==> config.mk <==
export PLATFORM = sky130hd
export DESIGN_NAME = emio_bridge
export DESIGN_NICKNAME = d
export VERILOG_FILES = /design/src/emio_bridge_pkg.sv /design/src/emio_bridge.sv /design/src/emio_front.sv /design/src/emio_merge.sv /design/src/emio_read_seq.sv /design/src/emio_write_seq.sv
export VERILOG_INCLUDE_DIRS = /design/src
export SDC_FILE = /design/constraint.sdc
export NUM_CORES = 1
export LEC_CHECK = 0
export BUFFER_PORTS_ARGS = -buffer_cell sky130_fd_sc_hd__buf_2
export CORE_MARGIN = 2
export CORE_UTILIZATION = 50
export CTS_CLUSTER_SIZE = 10
export DETAILED_ROUTE_END_ITERATION = 10
export PLACE_DENSITY_LB_ADDON = 0.3
export SLEW_MARGIN = 10
export SYNTH_ARGS = -nofsm -noshare
export SYNTH_HDL_FRONTEND = slang
export SYNTH_SLANG_ARGS = --single-unit
==> constraint.sdc <==
create_clock -name sysclk -period 6.17 [get_ports sysclk]
set_clock_uncertainty 0.05 [all_clocks]
set_input_delay 1.234 -clock sysclk [delete_from_list [all_inputs] [get_ports sysclk]]
set_output_delay 1.234 -clock sysclk [all_outputs]
set_load 0.02 [all_outputs]
==> src/emio_bridge_cfg.svh <==
// widths, EMIO bit positions, version and block-start length of the EMIO bridge
`ifndef EMIO_BRIDGE_CFG_SVH
`define EMIO_BRIDGE_CFG_SVH

// register bus widths
`define EMIO_ADDR_W 16
`define EMIO_DATA_W 32

// EMIO word layout, shared by the processor output and the status word
`define EMIO_ADDR_LO 32
`define EMIO_REQ_BIT 48
`define EMIO_DONE_BIT 49
`define EMIO_BSTART_BIT 51
`define EMIO_BEND_BIT 52
`define EMIO_WRITE_BIT 53
`define EMIO_GRANT_BIT 54
`define EMIO_LSB_BIT 55

// returned in status bits 63:60
`define EMIO_VERSION 4'd1

// granted cycles of blk_wstart ahead of the first block-write quadlet
`define EMIO_BLK_START_CYCLES 4

`endif

==> src/emio_bridge_pkg.sv <==
// packed struct types passed between the EMIO bridge blocks
`default_nettype none
`include "emio_bridge_cfg.svh"

package emio_bridge_pkg;

    // processor command after synchronization
    typedef struct packed {
        // single-cycle edge pulses of the request
        logic                    start;
        logic                    stop;
        // synchronized request level, for the status echo
        logic                    req;
        // no data line tristate
        logic                    write;
        logic [`EMIO_ADDR_W-1:0] addr;
        logic                    addr_lsb;
        logic                    blk_start;
        logic                    blk_end;
        logic [`EMIO_DATA_W-1:0] wdata;
        // raw address still matches the latched one
        logic                    addr_equal;
    } ps_cmd_t;

    // read sequencer result
    typedef struct packed {
        logic                    active;
        logic [`EMIO_ADDR_W-1:0] addr;
        logic                    addr_lsb;
        logic                    done;
        logic [`EMIO_DATA_W-1:0] rdata;
    } rd_res_t;

    // write sequencer result
    typedef struct packed {
        logic                    active;
        logic [`EMIO_ADDR_W-1:0] addr;
        logic                    addr_lsb;
        logic                    done;
    } wr_res_t;

endpackage

`default_nettype wire

==> src/emio_bridge.sv <==
// EMIO bridge top: front end, read and write sequencers and merge stage
`default_nettype none
`include "emio_bridge_cfg.svh"

module emio_bridge (
    input  wire logic                    sysclk,
    input  wire logic                    rst_n,
    // processor GPIO port
    input  wire logic [63:0]             emio_ps_out,
    input  wire logic [63:0]             emio_ps_tri,
    output logic [63:0]                  emio_ps_in,
    // read bus
    output logic [`EMIO_ADDR_W-1:0]      reg_raddr,
    input  wire logic [`EMIO_DATA_W-1:0] reg_rdata,
    input  wire logic                    reg_rvalid,
    output logic                         req_read_bus,
    input  wire logic                    grant_read_bus,
    // write bus
    output logic [`EMIO_ADDR_W-1:0]      reg_waddr,
    output logic [`EMIO_DATA_W-1:0]      reg_wdata,
    output logic                         reg_wen,
    output logic                         blk_wen,
    output logic                         blk_wstart,
    output logic                         req_write_bus,
    input  wire logic                    grant_write_bus
);

    import emio_bridge_pkg::*;

    ps_cmd_t cmd;
    rd_res_t rd_res;
    wr_res_t wr_res;

    emio_front u_front (
        .sysclk      (sysclk),
        .rst_n       (rst_n),
        .emio_ps_out (emio_ps_out),
        .emio_ps_tri (emio_ps_tri),
        .cmd         (cmd)
    );

    emio_read_seq u_read_seq (
        .sysclk         (sysclk),
        .rst_n          (rst_n),
        .cmd            (cmd),
        .reg_rdata      (reg_rdata),
        .reg_rvalid     (reg_rvalid),
        .grant_read_bus (grant_read_bus),
        .req_read_bus   (req_read_bus),
        .res            (rd_res)
    );

    emio_write_seq u_write_seq (
        .sysclk          (sysclk),
        .rst_n           (rst_n),
        .cmd             (cmd),
        .grant_write_bus (grant_write_bus),
        .req_write_bus   (req_write_bus),
        .reg_wdata       (reg_wdata),
        .reg_wen         (reg_wen),
        .blk_wen         (blk_wen),
        .blk_wstart      (blk_wstart),
        .res             (wr_res)
    );

    emio_merge u_merge (
        .cmd             (cmd),
        .rd              (rd_res),
        .wr              (wr_res),
        .grant_read_bus  (grant_read_bus),
        .grant_write_bus (grant_write_bus),
        .reg_raddr       (reg_raddr),
        .reg_waddr       (reg_waddr),
        .emio_ps_in      (emio_ps_in)
    );

endmodule

`default_nettype wire

==> src/emio_front.sv <==
// EMIO front end: request synchronizer, edge pulses, field latches and read/write decode
`default_nettype none
`include "emio_bridge_cfg.svh"

module emio_front (
    input  wire logic                   sysclk,
    input  wire logic                   rst_n,
    input  wire logic [63:0]            emio_ps_out,
    input  wire logic [63:0]            emio_ps_tri,
    output emio_bridge_pkg::ps_cmd_t    cmd
);

    // request synchronizer and edge history
    logic req_meta;
    logic req_sync;
    logic req_prev;
    logic start_q;
    logic stop_q;

    // latched processor fields
    logic                    write_q;
    logic                    lsb_q;
    logic                    bstart_q;
    logic                    bend_q;
    logic [`EMIO_ADDR_W-1:0] addr_q;
    logic [`EMIO_DATA_W-1:0] wdata_q;
    logic [`EMIO_ADDR_W-1:0] raw_addr;

    assign raw_addr = emio_ps_out[`EMIO_ADDR_LO +: `EMIO_ADDR_W];

    always_ff @(posedge sysclk or negedge rst_n) begin
        if (!rst_n) begin
            req_meta <= 1'b0;
            req_sync <= 1'b0;
            req_prev <= 1'b0;
            start_q  <= 1'b0;
            stop_q   <= 1'b0;
            write_q  <= 1'b0;
            lsb_q    <= 1'b0;
            bstart_q <= 1'b0;
            bend_q   <= 1'b0;
        end else begin
            req_meta <= emio_ps_out[`EMIO_REQ_BIT];
            req_sync <= req_meta;
            req_prev <= req_sync;
            // edge pulses one cycle after the second flop changes
            start_q  <= req_sync & ~req_prev;
            stop_q   <= ~req_sync & req_prev;
            // write when every data line is driven by the processor
            write_q  <= (emio_ps_tri[`EMIO_DATA_W-1:0] == '0);
            lsb_q    <= emio_ps_out[`EMIO_LSB_BIT];
            bstart_q <= emio_ps_out[`EMIO_BSTART_BIT];
            bend_q   <= emio_ps_out[`EMIO_BEND_BIT];
        end
    end

    // address and data follow the processor word every cycle
    always_ff @(posedge sysclk) begin
        addr_q  <= raw_addr;
        wdata_q <= emio_ps_out[`EMIO_DATA_W-1:0];
    end

    assign cmd.start      = start_q;
    assign cmd.stop       = stop_q;
    assign cmd.req        = req_sync;
    assign cmd.write      = write_q;
    assign cmd.addr       = addr_q;
    assign cmd.addr_lsb   = lsb_q;
    assign cmd.blk_start  = bstart_q;
    assign cmd.blk_end    = bend_q;
    assign cmd.wdata      = wdata_q;
    // low while the processor is still moving the address
    assign cmd.addr_equal = (raw_addr == addr_q);

endmodule

`default_nettype wire

==> src/emio_merge.sv <==
// merge stage: register address, masked op-done and the EMIO status word
`default_nettype none
`include "emio_bridge_cfg.svh"

module emio_merge (
    input  wire emio_bridge_pkg::ps_cmd_t   cmd,
    input  wire emio_bridge_pkg::rd_res_t   rd,
    input  wire emio_bridge_pkg::wr_res_t   wr,
    input  wire logic                       grant_read_bus,
    input  wire logic                       grant_write_bus,
    output logic [`EMIO_ADDR_W-1:0]         reg_raddr,
    output logic [`EMIO_ADDR_W-1:0]         reg_waddr,
    output logic [63:0]                     emio_ps_in
);

    logic [`EMIO_ADDR_W-1:0] sel_addr;
    logic                    sel_lsb;
    logic                    sel_done;
    logic                    op_done;
    logic [63:0]             status;

    // reads and writes never overlap, so one address feeds both buses
    assign sel_addr  = wr.active ? wr.addr : rd.addr;
    assign sel_lsb   = wr.active ? wr.addr_lsb : rd.addr_lsb;
    assign sel_done  = wr.active ? wr.done : rd.done;
    assign reg_raddr = sel_addr;
    assign reg_waddr = sel_addr;

    // op-done masked while the processor moves the address or its lsb
    assign op_done = sel_done & cmd.addr_equal & (sel_lsb == cmd.addr_lsb);

    always_comb begin
        status = '0;
        status[63 -: 4] = `EMIO_VERSION;
        status[`EMIO_LSB_BIT] = cmd.addr_lsb;
        // grant of whichever direction the mask selects
        status[`EMIO_GRANT_BIT] = cmd.write ? grant_write_bus : grant_read_bus;
        status[`EMIO_WRITE_BIT] = cmd.write;
        status[`EMIO_BEND_BIT] = cmd.blk_end;
        status[`EMIO_BSTART_BIT] = cmd.blk_start;
        status[`EMIO_DONE_BIT] = op_done;
        status[`EMIO_REQ_BIT] = cmd.req;
        status[`EMIO_ADDR_LO +: `EMIO_ADDR_W] = cmd.addr;
        // echo of write data, or the last read quadlet
        status[`EMIO_DATA_W-1:0] = cmd.write ? cmd.wdata : rd.rdata;
    end

    assign emio_ps_in = status;

endmodule

`default_nettype wire

==> src/emio_read_seq.sv <==
// read sequencer: quadlet and block reads on the read bus
`default_nettype none
`include "emio_bridge_cfg.svh"

module emio_read_seq (
    input  wire logic                          sysclk,
    input  wire logic                          rst_n,
    input  wire emio_bridge_pkg::ps_cmd_t      cmd,
    input  wire logic [`EMIO_DATA_W-1:0]       reg_rdata,
    input  wire logic                          reg_rvalid,
    input  wire logic                          grant_read_bus,
    output logic                               req_read_bus,
    output emio_bridge_pkg::rd_res_t           res
);

    typedef enum logic [1:0] {
        RD_IDLE,
        RD_READ,
        RD_HOLD
    } rd_state_t;

    rd_state_t               state;
    logic [`EMIO_ADDR_W-1:0] addr;
    logic                    addr_lsb;
    logic                    done;
    // data captured, done follows next cycle
    logic                    data_ok;
    // bus stays requested after this quadlet
    logic                    keep_req;
    logic                    rd_hit;
    logic [`EMIO_DATA_W-1:0] rdata;

    assign rd_hit = req_read_bus & grant_read_bus & reg_rvalid;

    always_ff @(posedge sysclk or negedge rst_n) begin
        if (!rst_n) begin
            state        <= RD_IDLE;
            req_read_bus <= 1'b0;
            addr         <= '0;
            addr_lsb     <= 1'b0;
            done         <= 1'b0;
            data_ok      <= 1'b0;
            keep_req     <= 1'b0;
        end else if (cmd.stop) begin
            // falling request aborts or ends the transfer
            state        <= RD_IDLE;
            req_read_bus <= 1'b0;
            done         <= 1'b0;
            data_ok      <= 1'b0;
        end else begin
            case (state)
                RD_IDLE: begin
                    if (cmd.start && !cmd.write) begin
                        req_read_bus <= 1'b1;
                        addr         <= cmd.addr;
                        addr_lsb     <= cmd.addr_lsb;
                        keep_req     <= cmd.blk_start & ~cmd.blk_end;
                        state        <= RD_READ;
                    end
                end
                RD_READ: begin
                    if (data_ok) begin
                        // last quadlet of a block releases the bus here
                        done         <= 1'b1;
                        req_read_bus <= keep_req;
                        state        <= RD_HOLD;
                    end else if (rd_hit) begin
                        data_ok <= 1'b1;
                    end
                end
                RD_HOLD: begin
                    // lsb toggle asks for the next sequential quadlet
                    if (req_read_bus && (cmd.addr_lsb != addr_lsb)) begin
                        done     <= 1'b0;
                        data_ok  <= 1'b0;
                        addr     <= addr + 1'b1;
                        addr_lsb <= cmd.addr_lsb;
                        keep_req <= cmd.blk_start & ~cmd.blk_end;
                        state    <= RD_READ;
                    end
                end
                default: state <= RD_IDLE;
            endcase
        end
    end

    // read data held for the status word
    always_ff @(posedge sysclk) begin
        if ((state == RD_READ) && rd_hit && !data_ok) begin
            rdata <= reg_rdata;
        end
    end

    assign res.active   = (state != RD_IDLE);
    assign res.addr     = addr;
    assign res.addr_lsb = addr_lsb;
    // hidden until the saved lsb catches up with the processor
    assign res.done     = done & (addr_lsb == cmd.addr_lsb);
    assign res.rdata    = rdata;

endmodule

`default_nettype wire

==> src/emio_write_seq.sv <==
// write sequencer: quadlet and block writes on the write bus
`default_nettype none
`include "emio_bridge_cfg.svh"

module emio_write_seq (
    input  wire logic                          sysclk,
    input  wire logic                          rst_n,
    input  wire emio_bridge_pkg::ps_cmd_t      cmd,
    input  wire logic                          grant_write_bus,
    output logic                               req_write_bus,
    output logic [`EMIO_DATA_W-1:0]            reg_wdata,
    output logic                               reg_wen,
    output logic                               blk_wen,
    output logic                               blk_wstart,
    output emio_bridge_pkg::wr_res_t           res
);

    localparam int CNT_W = $clog2(`EMIO_BLK_START_CYCLES + 1);

    typedef enum logic [2:0] {
        WR_IDLE,
        WR_QUAD,
        WR_BSTART,
        WR_BDATA,
        WR_FINISH
    } wr_state_t;

    wr_state_t               state;
    logic [`EMIO_ADDR_W-1:0] addr;
    logic                    addr_lsb;
    logic                    done;
    // quadlet waiting for its strobe
    logic                    pend;
    // current quadlet closes the block
    logic                    last;
    logic [CNT_W-1:0]        cnt;
    logic                    strobe;
    logic                    take_cmd;
    logic                    take_next;

    assign strobe    = req_write_bus & grant_write_bus;
    assign take_cmd  = (state == WR_IDLE) & cmd.start & cmd.write;
    // next block quadlet once the previous one went out
    assign take_next = (state == WR_BDATA) & ~pend & (cmd.addr_lsb != addr_lsb);

    // strobes only on granted cycles
    assign blk_wstart = (state == WR_BSTART) & strobe;
    assign reg_wen    = strobe & ((state == WR_QUAD) | ((state == WR_BDATA) & pend));
    assign blk_wen    = reg_wen & ((state == WR_QUAD) | last);

    always_ff @(posedge sysclk or negedge rst_n) begin
        if (!rst_n) begin
            state         <= WR_IDLE;
            req_write_bus <= 1'b0;
            addr          <= '0;
            addr_lsb      <= 1'b0;
            done          <= 1'b0;
            pend          <= 1'b0;
            last          <= 1'b0;
            cnt           <= '0;
        end else if (cmd.stop) begin
            state         <= WR_IDLE;
            req_write_bus <= 1'b0;
            done          <= 1'b0;
            pend          <= 1'b0;
            cnt           <= '0;
        end else begin
            case (state)
                WR_IDLE: begin
                    if (take_cmd) begin
                        req_write_bus <= 1'b1;
                        addr          <= cmd.addr;
                        addr_lsb      <= cmd.addr_lsb;
                        last          <= cmd.blk_end;
                        pend          <= 1'b1;
                        cnt           <= '0;
                        state         <= cmd.blk_start ? WR_BSTART : WR_QUAD;
                    end
                end
                WR_QUAD: begin
                    if (strobe) begin
                        done          <= 1'b1;
                        req_write_bus <= 1'b0;
                        state         <= WR_FINISH;
                    end
                end
                WR_BSTART: begin
                    // count restarts whenever grant goes away
                    if (!strobe) begin
                        cnt <= '0;
                    end else if (cnt == CNT_W'(`EMIO_BLK_START_CYCLES - 1)) begin
                        cnt   <= '0;
                        state <= WR_BDATA;
                    end else begin
                        cnt <= cnt + 1'b1;
                    end
                end
                WR_BDATA: begin
                    if (pend && strobe) begin
                        pend <= 1'b0;
                        done <= 1'b1;
                        if (last) begin
                            req_write_bus <= 1'b0;
                            state         <= WR_FINISH;
                        end
                    end else if (take_next) begin
                        done     <= 1'b0;
                        pend     <= 1'b1;
                        addr     <= addr + 1'b1;
                        addr_lsb <= cmd.addr_lsb;
                        last     <= cmd.blk_end;
                    end
                end
                // bus released, done holds until the request falls
                WR_FINISH: ;
                default:   state <= WR_IDLE;
            endcase
        end
    end

    // write data latched with each new quadlet
    always_ff @(posedge sysclk) begin
        if (take_cmd || take_next) begin
            reg_wdata <= cmd.wdata;
        end
    end

    assign res.active   = (state != WR_IDLE);
    assign res.addr     = addr;
    assign res.addr_lsb = addr_lsb;
    assign res.done     = done;

endmodule

`default_nettype wire

==> reports/results.tsv <==
metric	value	unit
vias in the first global route	5529	
period utilization	0.6473	
CP startpoint kind	primary input	
All-Layer GR Usage	0.2371	
Post-CTS Setup Bufs	0	
Starting Density	0.5127	
CP Max Fanout	2	
die area	0.01595	mm^2
first-pass GRT wire length	29570	um
# H-tree levels	4	
core box area	0.01459	mm^2
P_sw	0.001071	W
Power Density	354.0	mW/mm^2
Via density	5.683	
diodes inserted	0	
1st-pass router iterations	5	
P_int	0.002129	W
post-synthesis sequential area ratio	0.5828	
clock slew seen by the registers of the worst setup and hold paths	0.06	ns
min-delay src	u_front.req_meta	
I/O pins	298	
Final Critical Period	3.994	ns
cell row count	44	
Synth top cells by count	64 x edfxtp_1, 59 x dfrtp_1, 53 x mux2_2	
routed wire length	18990	um
DR WL/cell	18.69	um
Setup Viol. Count Final	0	
Yosys reg bits	171	
TritonCTS buffer count	17	
maximum clock rate	250.4	MHz
input/output buffers	244	
leakage power total	3.938	nW
synthesized area per cell	11.99	um^2
total negative slack	0	ns
Worst R2R Start	u_write_seq.state[0]	
Worst Hold Slack	0.3017	ns
Root Driver	clkbuf_16	
CP Data Arrival Time	2.71	ns
RSZ-0062 raised after global routing	no	
Hold Vio Cnt, Final	0	
die span in x	126.3	um
Logic pwr share	0.240	
Main synth FF type	edfxtp_1	
Post-synth EDFFs	64	
WS Path Type	in2out	
worst skew pair latency	0.42	ns
post-synthesis async set-or-reset flop share	0.3450	
Critical Path Start	emio_ps_out[41]	
post-route ant nets	0	
Max VDD drop	0.2462	mV
initial antenna violation count	0	
number of gates resized after cts	0	
Yosys top cell area share	0.2569	
status	finished, final reports clean	
Max-Cap Viols	0	
most numerous cell in the Yosys netlist	edfxtp_1	
Pwr Total	0.003199	W
layout cells sized above 1	0.4135	
Worst Path Required	4.89	ns
hold buffers post-CTS	0	
Synth area leaders	edfxtp_1 26%, dfrtp_1 20%, dfxtp_1 13%, mux2_2 8.0%, buf_4 5.0%	
Post-Synthesis Cells	624	
NumNets Final	987	
iteration-0 DRC count of the detailed router	437	
worst min path class	reg2reg	
sequential share of power	0.444	
CTS tree	built	
synth warn	0	
CTS sink count	171	
grt ovf	0	
Bufs on Longest Clock Path	2	
Pins Over Slew Limit	0	
Slew @ Worst Pin	0.8521	ns
final estimated routing congestion in global placement	0.8754	
Mapped Area	0.007480	mm^2
unique cell type count in the Yosys netlist	67	
Slew headroom	0.4320	
vias	5774	
R2R Setup Slk	3.62	ns
Clock power frac	0.317	
CP endpoint kind	output pin	
switch share	0.3346	
Die H	126.3	um
Filler cells	1149	
Remaining DRCs	0	
pin count of the biggest net entering global routing	60	
Final HPWL DP	13860	um
Area growth syn-to-layout	20.83	%
largest area contributor in the netlist	edfxtp_1	
-- metal layers --
layer	up-vias	routed length (um)	GRT usage
met5	-	0	0
met4	0	469	0.1034
met3	31	1514	0.05947
met2	306	9221	0.3836
met1	2778	7786	0.3049
li1	2659	-	-
-- worst paths after layout --
kind                            cells after the start                       to
worst min register to register                      0         u_front.req_sync
max in group asynchronous                           2  u_read_seq.req_read_bus
min in group asynchronous                           2       u_read_seq.addr[9]
worst max-delay path                                6           emio_ps_in[49]
worst max register to register                      4         u_write_seq.last
worst min-delay path                                0         u_front.req_sync
-- cells by family (layout without fill, tap and decap cells) --
group,count (synthesis),in the layout,synth area share
DFF,171,171,0.5828
buffers and inverters,93,294,0.07779
adders and majority gates,3,3,0.005019
and+or+nand+nor,154,154,0.1109
xor gates and xnor gates,19,19,0.02225
muxes,59,59,0.08782
other,2,9,0.001004
AOI/OAI and AO/OA,123,123,0.1124
-- cell usage in the layout, fill, tap and decap left out, types with 3 or more instances in the layout --
cell type   synthesis  layout
ha_1                3       3
o21ai_0            21      21
conb_1              2       9
dfxtp_1            48      48
o211ai_1            3       3
or3_1               4       4
a2bb2oi_1          12      12
nor3_1             16      14
a211oi_1            6       6
nor2b_1             4       4
mux2_2             53      53
clkinvlp_4          0       5
edfxtp_1           64      64
nand3_1            19      19
xor2_1             17      17
o31ai_1             4       4
o22ai_1             8       8
clkbuf_16           0      17
a21oi_1            30      30
nand2b_1            3       3
and3_1              8       8
buf_2              18     244
nand2_1            31      31
o32ai_1             3       3
dfrtp_1            59      59
nor4_1             15      15
nand4_1            12      12
mux2i_1             6       6
a31oi_1             9       9
buf_4              50       6
inv_6               0       3
o41ai_1             3       3
inv_1              12      12
nor2_1             26      26
-- power groups by stage --
stage / registers, W / clock network [W] / logic (W)
final: 0.00142 / 0.00101 / 0.000766
after global routing: 0.00143 / 0.00108 / 0.000830
after CTS: 0.00141 / 0.00103 / 0.000763
after detailed placement: 0.00144 / 0 / 0.000759
after global placement: 0.00143 / 0 / 0.000739
after floorplan: 0.00138 / 0 / 0.000628
-- flip-flops by register name (all words and copies together), names as in the netlist, 2 cells and up --
register and count:
u_write_seq.state 3, u_write_seq.reg_wdata 32, u_front.addr_q 16, u_read_seq.addr 16, u_read_seq.rdata 32, u_read_seq.state 2, u_write_seq.cnt 3, u_write_seq.addr 16
u_front.wdata_q 32
-- critical path, cell delays in order --
cell and delay (ns):
buf_2 0.11, xor2_1 0.14, nor4_1 0.53, nand4_1 0.17, nor3_1 0.29, buf_2 0.23
-- cell type report --
type	instances	area, um^2	share of cell area
well taps	184	230.2	0.02547
repair buffers	250	1266	0.1401
inverters	12	45.04	0.004984
flip-flops and latches	171	4359	0.4823
multi-input cells	367	2576	0.2851
clock inverters	13	117.6	0.01301
clock buffers	19	442.9	0.04901
-- metrics by stage --
stage          utilization  setup slack, ns  cell area (um^2)  std cells
2_1_floorplan            -            2.094              7506        631
3_3_place_gp        0.5810            2.056              8476        984
3_5_place_dp        0.5810            2.108              8476        984
4_1_cts             0.6194            2.110              9036       1016
5_1_grt             0.6195            2.110              9037       1016
6_report            0.6195            2.176              9037       1016
Power figures use the tool's default switching activity.
